===== src/design/sparcIsaPkg.sv =====
package sparcIsaPkg;

	// Format 2 view used by SETHI and Bicc
	typedef struct packed {
		logic [1:0] op;
		logic [4:0] rd;      // Annul bit and cond share these bits on branches
		logic [2:0] op2;
		logic [21:0] imm22;  // SETHI immediate or branch disp22
	} fmt2_t;

	// Format 3 view for ALU, state register, Ticc and memory ops
	typedef struct packed {
		logic [1:0] op;
		logic [4:0] rd;
		logic [5:0] op3;
		logic [4:0] rs1;
		logic i;             // Immediate operand select
		logic [12:0] simm13; // rs2 in the low five bits when i is clear
	} fmt3_t;

	typedef union packed {
		fmt2_t f2;
		fmt3_t f3;
	} instr_u;

	typedef enum logic [3:0] {
		icSethi,
		icBranch,
		icArith,
		icLoad,
		icStore,
		icReadState,
		icWriteState,
		icTicc,
		icIllegal
	} instrClass_t;

	typedef enum logic [1:0] {
		srPsr = 2'b01, // Same as op3[1:0] of the RD and WR opcodes
		srWim = 2'b10,
		srTbr = 2'b11
	} stateReg_t;

	typedef struct packed {
		instrClass_t iClass;
		stateReg_t stateReg;
		logic privileged; // State access from user mode
		logic setsCc;     // Arithmetic op with the cc bit
		logic useImm;     // i bit
	} decodedInstr_t;

	typedef logic [7:0] trapType_t;
	localparam trapType_t ttHardware = 8'h11;
	localparam trapType_t ttIllegal = 8'h02;
	localparam trapType_t ttPrivileged = 8'h03;
	localparam trapType_t ttTiccBase = 8'h80; // Software trap number added on top

	// Primary opcodes
	localparam logic [1:0] opFmt2 = 2'b00;
	localparam logic [1:0] opArith = 2'b10;
	localparam logic [1:0] opMem = 2'b11;

	localparam logic [2:0] op2Bicc = 3'b010;
	localparam logic [2:0] op2Sethi = 3'b100;

	// ALU op3 codes without the cc bit
	localparam logic [5:0] op3Add = 6'b000000;
	localparam logic [5:0] op3And = 6'b000001;
	localparam logic [5:0] op3Or = 6'b000010;
	localparam logic [5:0] op3Xor = 6'b000011;
	localparam logic [5:0] op3Sub = 6'b000100;
	localparam logic [5:0] op3Andn = 6'b000101;
	localparam logic [5:0] op3Orn = 6'b000110;
	localparam logic [5:0] op3Xnor = 6'b000111;
	localparam logic [5:0] op3Addx = 6'b001000;
	localparam logic [5:0] op3Subx = 6'b001100;
	localparam logic [5:0] op3CcBit = 6'b010000; // Set on the cc forms
	localparam logic [5:0] op3Sll = 6'b100101;
	localparam logic [5:0] op3Srl = 6'b100110;
	localparam logic [5:0] op3Sra = 6'b100111;

	// Privileged state access and Ticc
	localparam logic [5:0] op3Rdpsr = 6'b101001;
	localparam logic [5:0] op3Rdwim = 6'b101010;
	localparam logic [5:0] op3Rdtbr = 6'b101011;
	localparam logic [5:0] op3Wrpsr = 6'b110001;
	localparam logic [5:0] op3Wrwim = 6'b110010;
	localparam logic [5:0] op3Wrtbr = 6'b110011;
	localparam logic [5:0] op3Ticc = 6'b111010;

	// Memory op3 codes
	localparam logic [5:0] op3Ld = 6'b000000;
	localparam logic [5:0] op3Ldub = 6'b000001;
	localparam logic [5:0] op3Lduh = 6'b000010;
	localparam logic [5:0] op3Ldsb = 6'b001001;
	localparam logic [5:0] op3Ldsh = 6'b001010;
	localparam logic [5:0] op3St = 6'b000100;
	localparam logic [5:0] op3Stb = 6'b000101;
	localparam logic [5:0] op3Sth = 6'b000110;

endpackage


===== src/design/controlPkg.sv =====
package controlPkg;

	// ALU A operand source
	typedef enum logic [1:0] {
		aSelRegA = 2'b00,
		aSelPc = 2'b01,
		aSelNpc = 2'b10
	} aluASel_t;

	// ALU B operand source
	typedef enum logic [3:0] {
		bSelRegB = 4'b0000,
		bSelExt = 4'b0001,
		bSelMdr = 4'b0010,
		bSelPc = 4'b0011,
		bSelFour = 4'b0110, // Constant 4 for PC stepping
		bSelWim = 4'b1000,
		bSelTbr = 4'b1001,
		bSelPsr = 4'b1010
	} aluBSel_t;

	typedef enum logic [1:0] {
		pcSelNpc = 2'b00,
		pcSelAlu = 2'b01,
		pcSelTbr = 2'b10 // Trap vector
	} pcInSel_t;

	typedef enum logic [2:0] {
		extSimm13 = 3'b000, // Sign extended simm13
		extSethi = 3'b100,  // imm22 << 10
		extDisp22 = 3'b101  // Sign extended disp22 << 2
	} extSel_t;

	typedef logic [5:0] aluOp_t; // ALU instructions pass op3 straight through
	localparam aluOp_t aluAdd = 6'd0;
	localparam aluOp_t aluXor = 6'd3; // WR writes rs1 xor operand2

	typedef logic [5:0] memOp_t;
	localparam memOp_t memFetch = sparcIsaPkg::op3Ld; // Instruction fetch is a word load

	typedef struct packed {
		// Register load strobes
		logic pcLoad;
		logic npcLoad;
		logic irLoad;
		logic marLoad;
		logic mdrLoad;
		logic regWrite;
		logic psrLoad;
		logic wimLoad;
		logic tbrLoad;
		logic clearAll;      // PC, PSR, TBR cleared after reset
		logic psrTrapEntry;  // Datapath saves S, enters supervisor, clears ET
		logic memEnable;     // Held until MFC
		logic mdrFromMem;    // MDR input from memory instead of ALU
		aluASel_t aluASel;
		aluBSel_t aluBSel;
		pcInSel_t pcInSel;
		extSel_t extSel;
		aluOp_t aluOp;
		memOp_t memOp;
		logic [4:0] rdAddr;
		logic [4:0] rs1Addr;
		logic [4:0] rs2Addr;
		sparcIsaPkg::trapType_t trapType; // TBR.tt while psrTrapEntry is high
	} ctrlWord_t;

endpackage


===== src/design/instrDecoder.sv =====
`timescale 1ns/1ps

module instrDecoder (
	input sparcIsaPkg::instr_u ir,
	input logic psrS,
	output sparcIsaPkg::decodedInstr_t decoded
);
	import sparcIsaPkg::*;

	logic [5:0] op3Base; // op3 with the cc bit stripped

	assign op3Base = ir.f3.op3 & ~op3CcBit;

	always_comb
	begin
		decoded = '0;
		decoded.iClass = icIllegal; // Anything unmatched traps
		case (ir.f2.op)
			opFmt2:
			begin
				if (ir.f2.op2 == op2Sethi)
					decoded.iClass = icSethi;
				else if (ir.f2.op2 == op2Bicc)
					decoded.iClass = icBranch; // Annul bit ignored
			end
			opArith:
			begin
				if (ir.f3.op3 inside {op3Rdpsr, op3Rdwim, op3Rdtbr})
					decoded.iClass = icReadState;
				else if (ir.f3.op3 inside {op3Wrpsr, op3Wrwim, op3Wrtbr})
					decoded.iClass = icWriteState;
				else if (ir.f3.op3 == op3Ticc)
					decoded.iClass = icTicc;
				else if (ir.f3.op3 inside {op3Sll, op3Srl, op3Sra})
					decoded.iClass = icArith; // Shifts never touch cc
				else if (!ir.f3.op3[5] && op3Base inside {op3Add, op3And, op3Or, op3Xor,
					op3Sub, op3Andn, op3Orn, op3Xnor, op3Addx, op3Subx})
					decoded.iClass = icArith;
			end
			opMem:
			begin
				if (ir.f3.op3 inside {op3Ld, op3Ldub, op3Lduh, op3Ldsb, op3Ldsh})
					decoded.iClass = icLoad;
				else if (ir.f3.op3 inside {op3St, op3Stb, op3Sth})
					decoded.iClass = icStore; // Doubleword and swap fall to illegal
			end
			default:
				decoded.iClass = icIllegal; // CALL not supported
		endcase

		// Privilege is checked here and nowhere else
		if (decoded.iClass inside {icReadState, icWriteState})
		begin
			decoded.stateReg = stateReg_t'(ir.f3.op3[1:0]);
			decoded.privileged = !psrS; // User mode access faults
		end

		decoded.setsCc = (decoded.iClass == icArith) && ir.f3.op3[4];
		decoded.useImm = (ir.f2.op != opFmt2) && ir.f3.i; // Only format 3 has an i bit
	end

endmodule


===== src/design/trapPriority.sv =====
`timescale 1ns/1ps

module trapPriority (
	input logic Clk,
	input logic RESET,
	input logic hardwareTrap,
	input sparcIsaPkg::decodedInstr_t decoded,
	input sparcIsaPkg::instr_u ir,
	input logic cond,
	input logic psrEt,
	input logic decodeStrobe,
	input logic trapTake,
	output logic trapPending,
	output sparcIsaPkg::trapType_t trapType
);
	import sparcIsaPkg::*;

	typedef struct packed {
		logic hw;    // External interrupt
		logic ticc;  // Trap-on-condition taken
		logic fault; // Illegal or privileged instruction
	} trapReq_t;

	trapReq_t pending;
	trapReq_t setReq;
	trapReq_t grant;
	logic [6:0] ticcNum;  // Software trap number
	trapType_t faultType; // Illegal or privileged

	// New requests
	assign setReq.hw = hardwareTrap; // Any cycle
	assign setReq.ticc = decodeStrobe && (decoded.iClass == icTicc) && cond && psrEt;
	assign setReq.fault = decodeStrobe && (decoded.iClass == icIllegal || decoded.privileged);

	// Fixed priority, hardware first
	always_comb
	begin
		grant = '0;
		if (pending.hw)
			grant.hw = 1'b1;
		else if (pending.ticc)
			grant.ticc = 1'b1;
		else
			grant.fault = pending.fault;
	end

	assign trapPending = |pending;
	assign trapType = grant.hw ? ttHardware :
		grant.ticc ? ttTiccBase + {1'b0, ticcNum} : faultType;

	always_ff @(posedge Clk)
	begin
		if (RESET)
			pending <= '0;
		else
			pending <= (trapTake ? pending & ~grant : pending) | setReq; // Clear granted bit only
	end

	// Trap details captured with the request
	always_ff @(posedge Clk)
	begin
		if (setReq.ticc)
			ticcNum <= ir.f3.simm13[6:0];
		if (setReq.fault)
			faultType <= decoded.privileged ? ttPrivileged : ttIllegal;
	end

	// Sequencer only consumes a trap that is pending
	assert property (@(posedge Clk) disable iff (RESET) trapTake |-> trapPending)
		else $error("trapTake with no pending trap");

endmodule


===== src/design/microSequencer.sv =====
`timescale 1ns/1ps

module microSequencer (
	input logic Clk,
	input logic RESET,
	input sparcIsaPkg::instr_u ir,
	input sparcIsaPkg::decodedInstr_t decoded,
	input logic mfc,
	input logic cond,
	input logic trapPending,
	input sparcIsaPkg::trapType_t trapType,
	output logic decodeStrobe,
	output logic trapTake,
	output controlPkg::ctrlWord_t ctrl
);
	import sparcIsaPkg::*;
	import controlPkg::*;

	typedef enum logic [4:0] {
		sInit,
		sFetch,
		sFetchWait,
		sIrLoad,     // IR loads at the end of this cycle
		sDecode,
		sTrapCheck,  // Ticc and faults land here
		sSethi,
		sBranch,
		sArith,
		sMemAddr,
		sStoreData,
		sMemWait,
		sLoadWb,
		sReadState,
		sWriteState,
		sTrap,
		sTrapPc,
		sNpcPlus4,   // NPC <- PC + 4
		sPcFlow
	} seqState_t;

	seqState_t state;
	seqState_t nextState;
	ctrlWord_t ctrlNext;
	logic memDone; // Memory answered an active request

	assign memDone = ctrl.memEnable && mfc;
	assign decodeStrobe = (state == sDecode);
	assign trapTake = (state == sTrap); // Consumes the granted trap

	always_ff @(posedge Clk)
	begin
		if (RESET)
		begin
			state <= sInit;
			ctrl <= '0; // All strobes low in reset and the cycle after
		end
		else
		begin
			state <= nextState;
			ctrl <= ctrlNext;
		end
	end

	always_comb
	begin
		nextState = state;
		ctrlNext = '0;
		// Operand fields straight from the instruction
		ctrlNext.rdAddr = ir.f3.rd;
		ctrlNext.rs1Addr = ir.f3.rs1;
		ctrlNext.rs2Addr = ir.f3.simm13[4:0];
		ctrlNext.aluBSel = decoded.useImm ? bSelExt : bSelRegB;
		ctrlNext.aluOp = aluAdd;
		case (state)
			sInit:
			begin
				ctrlNext.clearAll = 1'b1;
				nextState = sNpcPlus4; // PC is zero after the clear
			end
			sFetch:
			begin
				if (trapPending)
					nextState = sTrap; // Traps win over the next fetch
				else
				begin
					ctrlNext.marLoad = 1'b1; // MAR <- r0 + PC
					ctrlNext.rs1Addr = '0;
					ctrlNext.aluBSel = bSelPc;
					nextState = sFetchWait;
				end
			end
			sFetchWait:
			begin
				ctrlNext.memOp = memFetch;
				if (memDone)
				begin
					ctrlNext.irLoad = 1'b1;
					nextState = sIrLoad;
				end
				else
					ctrlNext.memEnable = 1'b1; // Hold until MFC
			end
			sIrLoad:
				nextState = sDecode;
			sDecode:
			begin
				if (decoded.privileged)
					nextState = sTrapCheck;
				else
					case (decoded.iClass)
						icSethi: nextState = sSethi;
						icBranch: nextState = sBranch;
						icArith: nextState = sArith;
						icLoad: nextState = sMemAddr;
						icStore: nextState = sMemAddr;
						icReadState: nextState = sReadState;
						icWriteState: nextState = sWriteState;
						default: nextState = sTrapCheck; // Ticc or illegal
					endcase
			end
			sTrapCheck:
				nextState = trapPending ? sTrap : sPcFlow; // Untaken Ticc is a nop
			sSethi:
			begin
				ctrlNext.regWrite = 1'b1; // rd <- r0 + imm22 << 10
				ctrlNext.rs1Addr = '0;
				ctrlNext.aluBSel = bSelExt;
				ctrlNext.extSel = extSethi;
				nextState = sPcFlow;
			end
			sBranch:
			begin
				nextState = sPcFlow;
				if (cond)
				begin
					ctrlNext.pcLoad = 1'b1;  // PC <- NPC
					ctrlNext.npcLoad = 1'b1; // NPC <- PC + disp22 << 2
					ctrlNext.aluASel = aSelPc;
					ctrlNext.aluBSel = bSelExt;
					ctrlNext.extSel = extDisp22;
					nextState = sFetch;
				end
			end
			sArith:
			begin
				ctrlNext.regWrite = 1'b1;
				ctrlNext.psrLoad = decoded.setsCc; // icc update
				ctrlNext.aluOp = ir.f3.op3;
				nextState = sPcFlow;
			end
			sMemAddr:
			begin
				ctrlNext.marLoad = 1'b1; // MAR <- rs1 + operand2
				nextState = (decoded.iClass == icLoad) ? sMemWait : sStoreData;
			end
			sStoreData:
			begin
				ctrlNext.mdrLoad = 1'b1; // MDR <- r0 + rd
				ctrlNext.rs1Addr = '0;
				ctrlNext.rs2Addr = ir.f3.rd;
				ctrlNext.aluBSel = bSelRegB;
				nextState = sMemWait;
			end
			sMemWait:
			begin
				ctrlNext.memOp = ir.f3.op3;
				if (memDone && decoded.iClass == icLoad)
				begin
					ctrlNext.mdrLoad = 1'b1;
					ctrlNext.mdrFromMem = 1'b1;
					nextState = sLoadWb;
				end
				else if (memDone)
					nextState = sPcFlow; // Store finished
				else
					ctrlNext.memEnable = 1'b1;
			end
			sLoadWb:
			begin
				ctrlNext.regWrite = 1'b1; // rd <- r0 + MDR
				ctrlNext.rs1Addr = '0;
				ctrlNext.aluBSel = bSelMdr;
				nextState = sPcFlow;
			end
			sReadState:
			begin
				ctrlNext.regWrite = 1'b1;
				ctrlNext.rs1Addr = '0;
				case (decoded.stateReg)
					srPsr: ctrlNext.aluBSel = bSelPsr;
					srWim: ctrlNext.aluBSel = bSelWim;
					srTbr: ctrlNext.aluBSel = bSelTbr;
				endcase
				nextState = sPcFlow;
			end
			sWriteState:
			begin
				ctrlNext.aluOp = aluXor;
				ctrlNext.psrLoad = (decoded.stateReg == srPsr);
				ctrlNext.wimLoad = (decoded.stateReg == srWim);
				ctrlNext.tbrLoad = (decoded.stateReg == srTbr); // TBA from ALU
				nextState = sPcFlow;
			end
			sTrap:
			begin
				ctrlNext.tbrLoad = 1'b1; // tt field only
				ctrlNext.psrTrapEntry = 1'b1;
				ctrlNext.trapType = trapType;
				nextState = sTrapPc;
			end
			sTrapPc:
			begin
				ctrlNext.pcLoad = 1'b1;
				ctrlNext.pcInSel = pcSelTbr;
				nextState = sNpcPlus4;
			end
			sNpcPlus4:
			begin
				ctrlNext.npcLoad = 1'b1;
				ctrlNext.aluASel = aSelPc;
				ctrlNext.aluBSel = bSelFour;
				nextState = sFetch;
			end
			sPcFlow:
			begin
				ctrlNext.pcLoad = 1'b1;  // PC <- NPC
				ctrlNext.npcLoad = 1'b1; // NPC <- NPC + 4
				ctrlNext.aluASel = aSelNpc;
				ctrlNext.aluBSel = bSelFour;
				nextState = sFetch;
			end
			default:
				nextState = sInit;
		endcase
	end

	// IR only captures data memory has delivered
	assert property (@(posedge Clk) disable iff (RESET) ctrl.irLoad |-> $past(memDone))
		else $error("irLoad without MFC");

	// PC comes from NPC or the trap vector, never both PC and NPC from TBR
	assert property (@(posedge Clk) disable iff (RESET) ctrl.pcLoad |->
		(ctrl.pcInSel != pcSelAlu) && !(ctrl.pcInSel == pcSelTbr && ctrl.npcLoad))
		else $error("pcLoad with bad pcInSel");

	// Request held until memory completes
	assert property (@(posedge Clk) disable iff (RESET) $fell(ctrl.memEnable) |-> $past(mfc))
		else $error("memEnable dropped before MFC");

endmodule


===== src/design/sparcControlUnit.sv =====
`timescale 1ns/1ps

module sparcControlUnit (
	input logic Clk,
	input logic RESET,
	input sparcIsaPkg::instr_u ir,
	input logic mfc,
	input logic cond,         // Branch or Ticc condition from the datapath
	input logic psrS,
	input logic psrEt,
	input logic hardwareTrap,
	output controlPkg::ctrlWord_t ctrl
);
	import sparcIsaPkg::*;

	decodedInstr_t decoded;
	logic decodeStrobe;
	logic trapPending;
	logic trapTake;
	trapType_t trapType;

	instrDecoder u_decoder (
		.ir(ir),
		.psrS(psrS),
		.decoded(decoded)
	);

	trapPriority u_trapPriority (
		.Clk(Clk),
		.RESET(RESET),
		.hardwareTrap(hardwareTrap),
		.decoded(decoded),
		.ir(ir),
		.cond(cond),
		.psrEt(psrEt),
		.decodeStrobe(decodeStrobe),
		.trapTake(trapTake),
		.trapPending(trapPending),
		.trapType(trapType)
	);

	microSequencer u_sequencer (
		.Clk(Clk),
		.RESET(RESET),
		.ir(ir),
		.decoded(decoded),
		.mfc(mfc),
		.cond(cond),
		.trapPending(trapPending),
		.trapType(trapType),
		.decodeStrobe(decodeStrobe),
		.trapTake(trapTake),
		.ctrl(ctrl)
	);

endmodule


===== config.mk =====
export PLATFORM = sky130hd
export DESIGN_NAME = sparcControlUnit
export DESIGN_NICKNAME = d
export VERILOG_FILES = /design/src/design/sparcIsaPkg.sv /design/src/design/controlPkg.sv /design/src/design/instrDecoder.sv /design/src/design/trapPriority.sv /design/src/design/microSequencer.sv /design/src/design/sparcControlUnit.sv
export SDC_FILE = /design/constraint.sdc
export NUM_CORES = 1
export LEC_CHECK = 0
export ABC_AREA = 1
export BUFFER_PORTS_ARGS = -buffer_cell sky130_fd_sc_hd__buf_2
export CAP_MARGIN = 0
export CORE_MARGIN = 8
export CORE_UTILIZATION = 51
export CTS_CLUSTER_DIAMETER = 30
export DETAILED_ROUTE_END_ITERATION = 7
export PLACE_DENSITY = 0.85
export SYNTH_ARGS = -nofsm -noshare
export SYNTH_HDL_FRONTEND = slang
export SYNTH_SLANG_ARGS = --single-unit
export TNS_END_PERCENT = 5

===== constraint.sdc =====
create_clock -name Clk -period 2.2 [get_ports Clk]
set_input_delay 0.22 -clock Clk [delete_from_list [all_inputs] [get_ports Clk]]
set_output_delay 0.22 -clock Clk [all_outputs]
set_load 0.03 [all_outputs]

==> results of run 1 <==
-- sequential cells by signal, summed over array words and instances (netlist names) --
name / flops
u_trapPriority.ticcNum: 7
u_sequencer.state: 5
u_trapPriority.pending: 3
u_sequencer.ctrl: 57
u_trapPriority.faultType: 1
-- per-layer routing --
metal / track usage [%] / vias up / wire (µm)
li1: - / 1450 / -
met2: 32.6 / 126 / 4010
met5: 0 / - / 0
met4: 9.11 / 0 / 160
met3: 4.80 / 12 / 717
met1: 23.4 / 1324 / 3480
-- cells in the mapped netlist, types with 2 or more instances --
library cell  count  area share [%]
nor2_1           70             8.4
dfxtp_1          65              42
nand2_1          59             7.1
inv_1            36             4.3
a21oi_1          22             3.5
nand3_1          22             3.5
inv_2            20             2.4
nor3_1           12             1.9
o21ai_0          12             1.9
edfxtp_1          8             7.7
nand2_2           8             1.6
nand3_2           7             2.3
clkinv_1          4            0.48
nand2_4           4             1.4
nand4_1           4            0.80
nor4_1            4            0.80
buf_4             3            0.72
nor2_2            3            0.60
o21ai_1           3            0.48
buf_2             2            0.32
nand4_4           2             1.4
nor2_4            2            0.72
nor4_2            2            0.80
-- cells by family (layout without fill, tap and decap cells) --
group	count (synthesis)	in the layout	synth area share, %
flip-flops	73	73	49.5
other	1	2	0.120
AO/OA/AOI/OAI	44	44	7.84
AND/OR/NAND/NOR	206	206	33.5
buffers and inverters	68	171	9.04
-- critical path, cell delays in order (launching register included) --
cell	delay [ns]
dfxtp_1	0.37
inv_2	0.08
nand2_1	0.23
nand2_1	0.11
nand3_1	0.20
nand2_1	0.12
a2111oi_0	0.45
nand2_1	0.10
nand2_1	0.07
nand2_1	0.04
-- area by class of cell --
cell class	count	area [µm²]	share of cell area, %
clock buffers	9	124	3.24
well taps	75	93.8	2.45
multi-input cells	252	1290	33.8
repair buffers	94	483	12.6
flip-flops and latches	73	1540	40.3
clock inverters	7	61.3	1.60
inverters	61	231	6.05
-- report_power, final --
group,internal (mW),switching [mW]
sequential,1.45,0.0596
combinational,0.279,0.664
clock,0.428,0.545
total,2.16,1.27
-- final timing paths --
check | startpoint | endpoint | cells after the start
worst max-delay path | u_sequencer.state[1] | u_sequencer.state[0] | 9
worst max register to register | u_sequencer.state[1] | u_sequencer.state[0] | 9
worst min register to register | u_trapPriority.ticcNum[2] | u_sequencer.ctrl[2] | 2
worst min-delay path | ir[6] | u_trapPriority.ticcNum[6] | 1
==> flow_metrics.env, run 1 <==
export IMPL_yosys_most_used_dff="dfxtp_1"
export IMPL_cp_end_kind="flop"
export IMPL_cts_tree="built"
export IMPL_tns_ns=0
export IMPL_yosys_cell_types_count=41
export IMPL_p_leak_nw=1.99
export IMPL_maxCapViolations=0
export IMPL_critical_path_class="flop to flop"
export IMPL_antenna_cells=0
export IMPL_fmax_mhz=535
export IMPL_finalHoldViolCount=0
export IMPL_post_cts_buffers=0
export IMPL_drt_wl_total_um=8370
export IMPL_period_needed_ns=1.87
export IMPL_ys_seq_area_share_pct=49.5
export IMPL_r2r_slack_ns=0.33
export IMPL_grt_setup_unrepaired="false"
export IMPL_placedCellCount=555
export IMPL_cts_max_level=3
export IMPL_ys_warn_count=0
export IMPL_avgSynthCellArea_um2=7.94
export IMPL_num_vias=2912
export IMPL_grt_ovfl_total=0
export IMPL_final_cells=571
export IMPL_synth_edf_count=8
export IMPL_ioPinCount=98
export IMPL_holdWs_ns=0.0505
export IMPL_wl_per_cell_um=14.7
export IMPL_numPortBuffers=89
export IMPL_stdcell_area_um2=3830
export IMPL_post_cts_resized=0
export IMPL_hold_class="input pin to flop"
export IMPL_skew_ns=0.0127
export IMPL_ys_seq_elements=73
export IMPL_netlist_area_um2=3110
export IMPL_syn_instance_count=392
export IMPL_fin_ws_ns=0.332
export IMPL_nFillCells=528
export IMPL_timing_slew_headroom_pct=65.8
export IMPL_fp_row_count=28
export IMPL_drc=0
export IMPL_dpl_instance_area_um2=3640
export IMPL_ant_nets=0
export IMPL_mostFrequentLayoutCells="89 x buf_2, 70 x nor2_1, 65 x dfxtp_1"
export IMPL_cts_buffers=9
export IMPL_cts_root_buf="clkbuf_8"
export IMPL_die_area_um2=8860
export IMPL_mostFrequentLayoutCell="buf_2"
export IMPL_vias_per_cell=5.10
export IMPL_insertion_delay_ns=0.35
export IMPL_finalSetupViolCount=0
export IMPL_grt_pass1_wl_um=13700
export IMPL_grt_pass1_vias=2906
export IMPL_arrival_ns=2.12
export IMPL_p_per_area_nw_per_um2=896
export IMPL_grt_usage_pct=19.7
export IMPL_fin_util_pct=64.7
export IMPL_cts_max_path_buffers=2
export IMPL_first_iter_violations=262
export IMPL_die_h_um=94.1
export IMPL_critPathLaunchType="flop"
export IMPL_slew_viol_final=0
export IMPL_worst_pin_slew_ns=0.509
export IMPL_p_total_mw=3.43
export IMPL_synthArstFlopShare_pct=0
export IMPL_peakVddDrop_mv=0.528
export IMPL_hpwl_um=6510
export IMPL_cp_data_required_time_ns=2.45
export IMPL_antenna_found_initial=0
export IMPL_place_ws_ns=0.360
export IMPL_initial_core_util_pct=52.6
export IMPL_fin_crit_sh_pct=84.9
export IMPL_clkSlewWorstSetupHoldPaths_ns=0.09
export IMPL_core_area_um2=5920
export IMPL_die_x_um=94.1
export IMPL_cts_sinks=73
export IMPL_nets=530
export IMPL_outcome="complete, no violations"
export IMPL_hold_buffers=0
export IMPL_drt_pass1_iter_count=5
export IMPL_critPathMaxFanout=6
export IMPL_synthToLayoutAreaGrowth_pct=23.0
export IMPL_drive_above_1_share_pct=33.3
export IMPL_grt_max_degree=29
export IMPL_place_gp_congestion=0.913
(Power assumes the default switching activity.)
==> run 2: changes to the inputs <==
- clock period: 2.2 -> 1.9 ns (I/O delays scaled with it)
==> run 2 against run 1 <==
Compared with the run above:
- power rose by 28%
- setup slack worse by 0.16 ns
- flip-flop and latch count stayed put
- clock skew decreased by 0.0046 ns
- sequential share of layout area fell by 1.4 points
- register-to-register slack lost 0.16 ns
- critical path depth did not move
- critical path type unchanged
==> flow_metrics.env, run 2 (synthesis gave the netlist of run 1 again) <==
export IMPL_drive_above_1_share_pct=35.0
export IMPL_cts_tree="built"
export IMPL_arrival_ns=1.97
export IMPL_place_gp_congestion=0.958
export IMPL_timing_slew_headroom_pct=66.4
export IMPL_num_vias=3002
export IMPL_finalHoldViolCount=0
export IMPL_die_h_um=94.1
export IMPL_hold_class="input pin to flop"
export IMPL_slew_viol_final=0
export IMPL_synthToLayoutAreaGrowth_pct=27.6
export IMPL_clkSlewWorstSetupHoldPaths_ns=0.08
export IMPL_p_per_area_nw_per_um2=1110
export IMPL_drt_wl_total_um=8630
export IMPL_mostFrequentLayoutCell="buf_2"
export IMPL_maxCapViolations=0
export IMPL_hpwl_um=6710
export IMPL_power_frac_comb_pct=26.3
export IMPL_regMostFlops="u_sequencer.ctrl"
export IMPL_place_ws_ns=0.0891
export IMPL_antenna_found_initial=0
export IMPL_numPortBuffers=89
export IMPL_p_leak_nw=2.07
export IMPL_grt_usage_pct=19.4
export IMPL_fp_row_count=28
export IMPL_cts_max_level=3
export IMPL_first_iter_violations=265
export IMPL_hold_buffers=0
export IMPL_finalSetupViolCount=0
export IMPL_ant_nets=0
export IMPL_fin_crit_sh_pct=90.9
export IMPL_cts_max_path_buffers=2
export IMPL_core_area_um2=5920
export IMPL_wl_per_cell_um=14.9
export IMPL_cts_root_buf="clkbuf_8"
export IMPL_cts_buffers=9
export IMPL_cp_end_kind="flop"
export IMPL_critPathLaunchType="flop"
export IMPL_critical_path_class="flop to flop"
export IMPL_period_needed_ns=1.73
export IMPL_grt_pass1_wl_um=13700
export IMPL_initial_core_util_pct=52.6
export IMPL_grt_ovfl_total=0
export IMPL_drc=0
export IMPL_fin_ws_ns=0.174
export IMPL_nets=540
export IMPL_p_int_mw=2.94
export IMPL_min_path_cells=1
export IMPL_grt_setup_unrepaired="false"
export IMPL_vias_per_cell=5.17
export IMPL_cp_data_required_time_ns=2.14
export IMPL_p_seq_share_pct=39.9
export IMPL_max_stage_delay_ns=0.44
export IMPL_ioPinCount=98
export IMPL_switchingPower_mw=1.46
export IMPL_die_x_um=94.1
export IMPL_r2r_slack_ns=0.17
export IMPL_peakVddDrop_mv=0.783
export IMPL_grt_max_degree=29
export IMPL_die_area_um2=8860
export IMPL_drt_pass1_iter_count=6
export IMPL_critPathMaxFanout=6
export IMPL_largest_reg_flops=57
export IMPL_p_clk_share_pct=33.8
export IMPL_fmax_mhz=579
export IMPL_skew_ns=0.00807
export IMPL_crit_top_cell="nand2_1"
export IMPL_tns_ns=0
export IMPL_cts_sinks=73
export IMPL_crit_path_cell_trace="inv_2 > nand2_1 > nand2_1 > nand3_1 > nand2_1 > a2111oi_1 > nand2_1 > nand2_1 > nand2_1"
export IMPL_grt_pass1_vias=2853
export IMPL_insertion_delay_ns=0.34
export IMPL_r2r_cells=9
export IMPL_mostFrequentLayoutCells="89 x buf_2, 70 x nor2_1, 63 x dfxtp_1"
export IMPL_reg_top3="u_sequencer.ctrl (57), u_trapPriority.ticcNum (7), u_sequencer.state (5)"
export IMPL_swShare_pct=33.1
export IMPL_slowest_stage="a2111oi_1"
export IMPL_outcome="complete, no violations"
export IMPL_worst_pin_slew_ns=0.500
export IMPL_antenna_cells=0
==> run 2: changes by cell type in the layout (fill, tap and decap cells not counted), moves of 2 or more <==
| cell | delta |
|---|---|
| bufinv_16 | +3 |
| buf_4 | +10 |
| dfxtp_2 | +2 |
| dfxtp_1 | -2 |
==> run 2: worst paths after layout <==
check                               to                 startpoint
min reg2reg        u_sequencer.ctrl[2]  u_trapPriority.ticcNum[2]
min          u_trapPriority.ticcNum[4]                      ir[4]
max               u_sequencer.state[0]       u_sequencer.state[1]
max reg2reg       u_sequencer.state[0]       u_sequencer.state[1]
==> run 2: final cells by class <==
class / instances / area [µm²]
clock inverters: 7 / 126
flip-flops and latches: 73 / 1540
inverters: 61 / 231
repair buffers: 104 / 558
fillers: 508 / 1950
well taps: 75 / 93.8
clock buffers: 9 / 124
multi-input cells: 252 / 1290
==> run 2: power groups by stage <==
stage	Clock [mW]	Sequential [mW]	Combinational, mW
after detailed placement	0	1.78	1.14
final	1.49	1.75	1.16
after global placement	0	1.78	1.12
after CTS	1.52	1.75	1.14
after global routing	1.57	1.77	1.26
after floorplan	0	1.95	0.600
==> run 2: layer usage <==
metal	vias up	track usage [%]	share of wire, %
met1	1374	23.2	41
met5	-	0	0
met4	0	9.25	1.9
met2	134	31.9	48
met3	18	4.72	9.4
li1	1476	-	-
==> run 2: timing repair <==
action,4_1_cts,5_1_grt
resized for setup,0,3
setup endpoints to repair,0,8
buffers inserted,0,0
==> run 2: worst max-delay path: cells and delay by family (launching register included) <==
family	cells	cell delay [ns]
simple gates	7	0.76
compound gates	1	0.44
flops	1	0.37
buf+inv	1	0.08
==> run 2: stage by stage <==
step                hold WS, ns  cell area, µm²  total power [mW]  cells  utilization [%]
global route             0.0246            3970              4.59    581             67.1
global placement          0.380            3720              2.90    565             62.8
detailed placement        0.381            3720              2.92    565             62.8
finish                   0.0376            3970              4.40    581             67.1
floorplan                 0.260            3120              2.55    393                -
CTS                      0.0233            3970              4.40    581             67.0
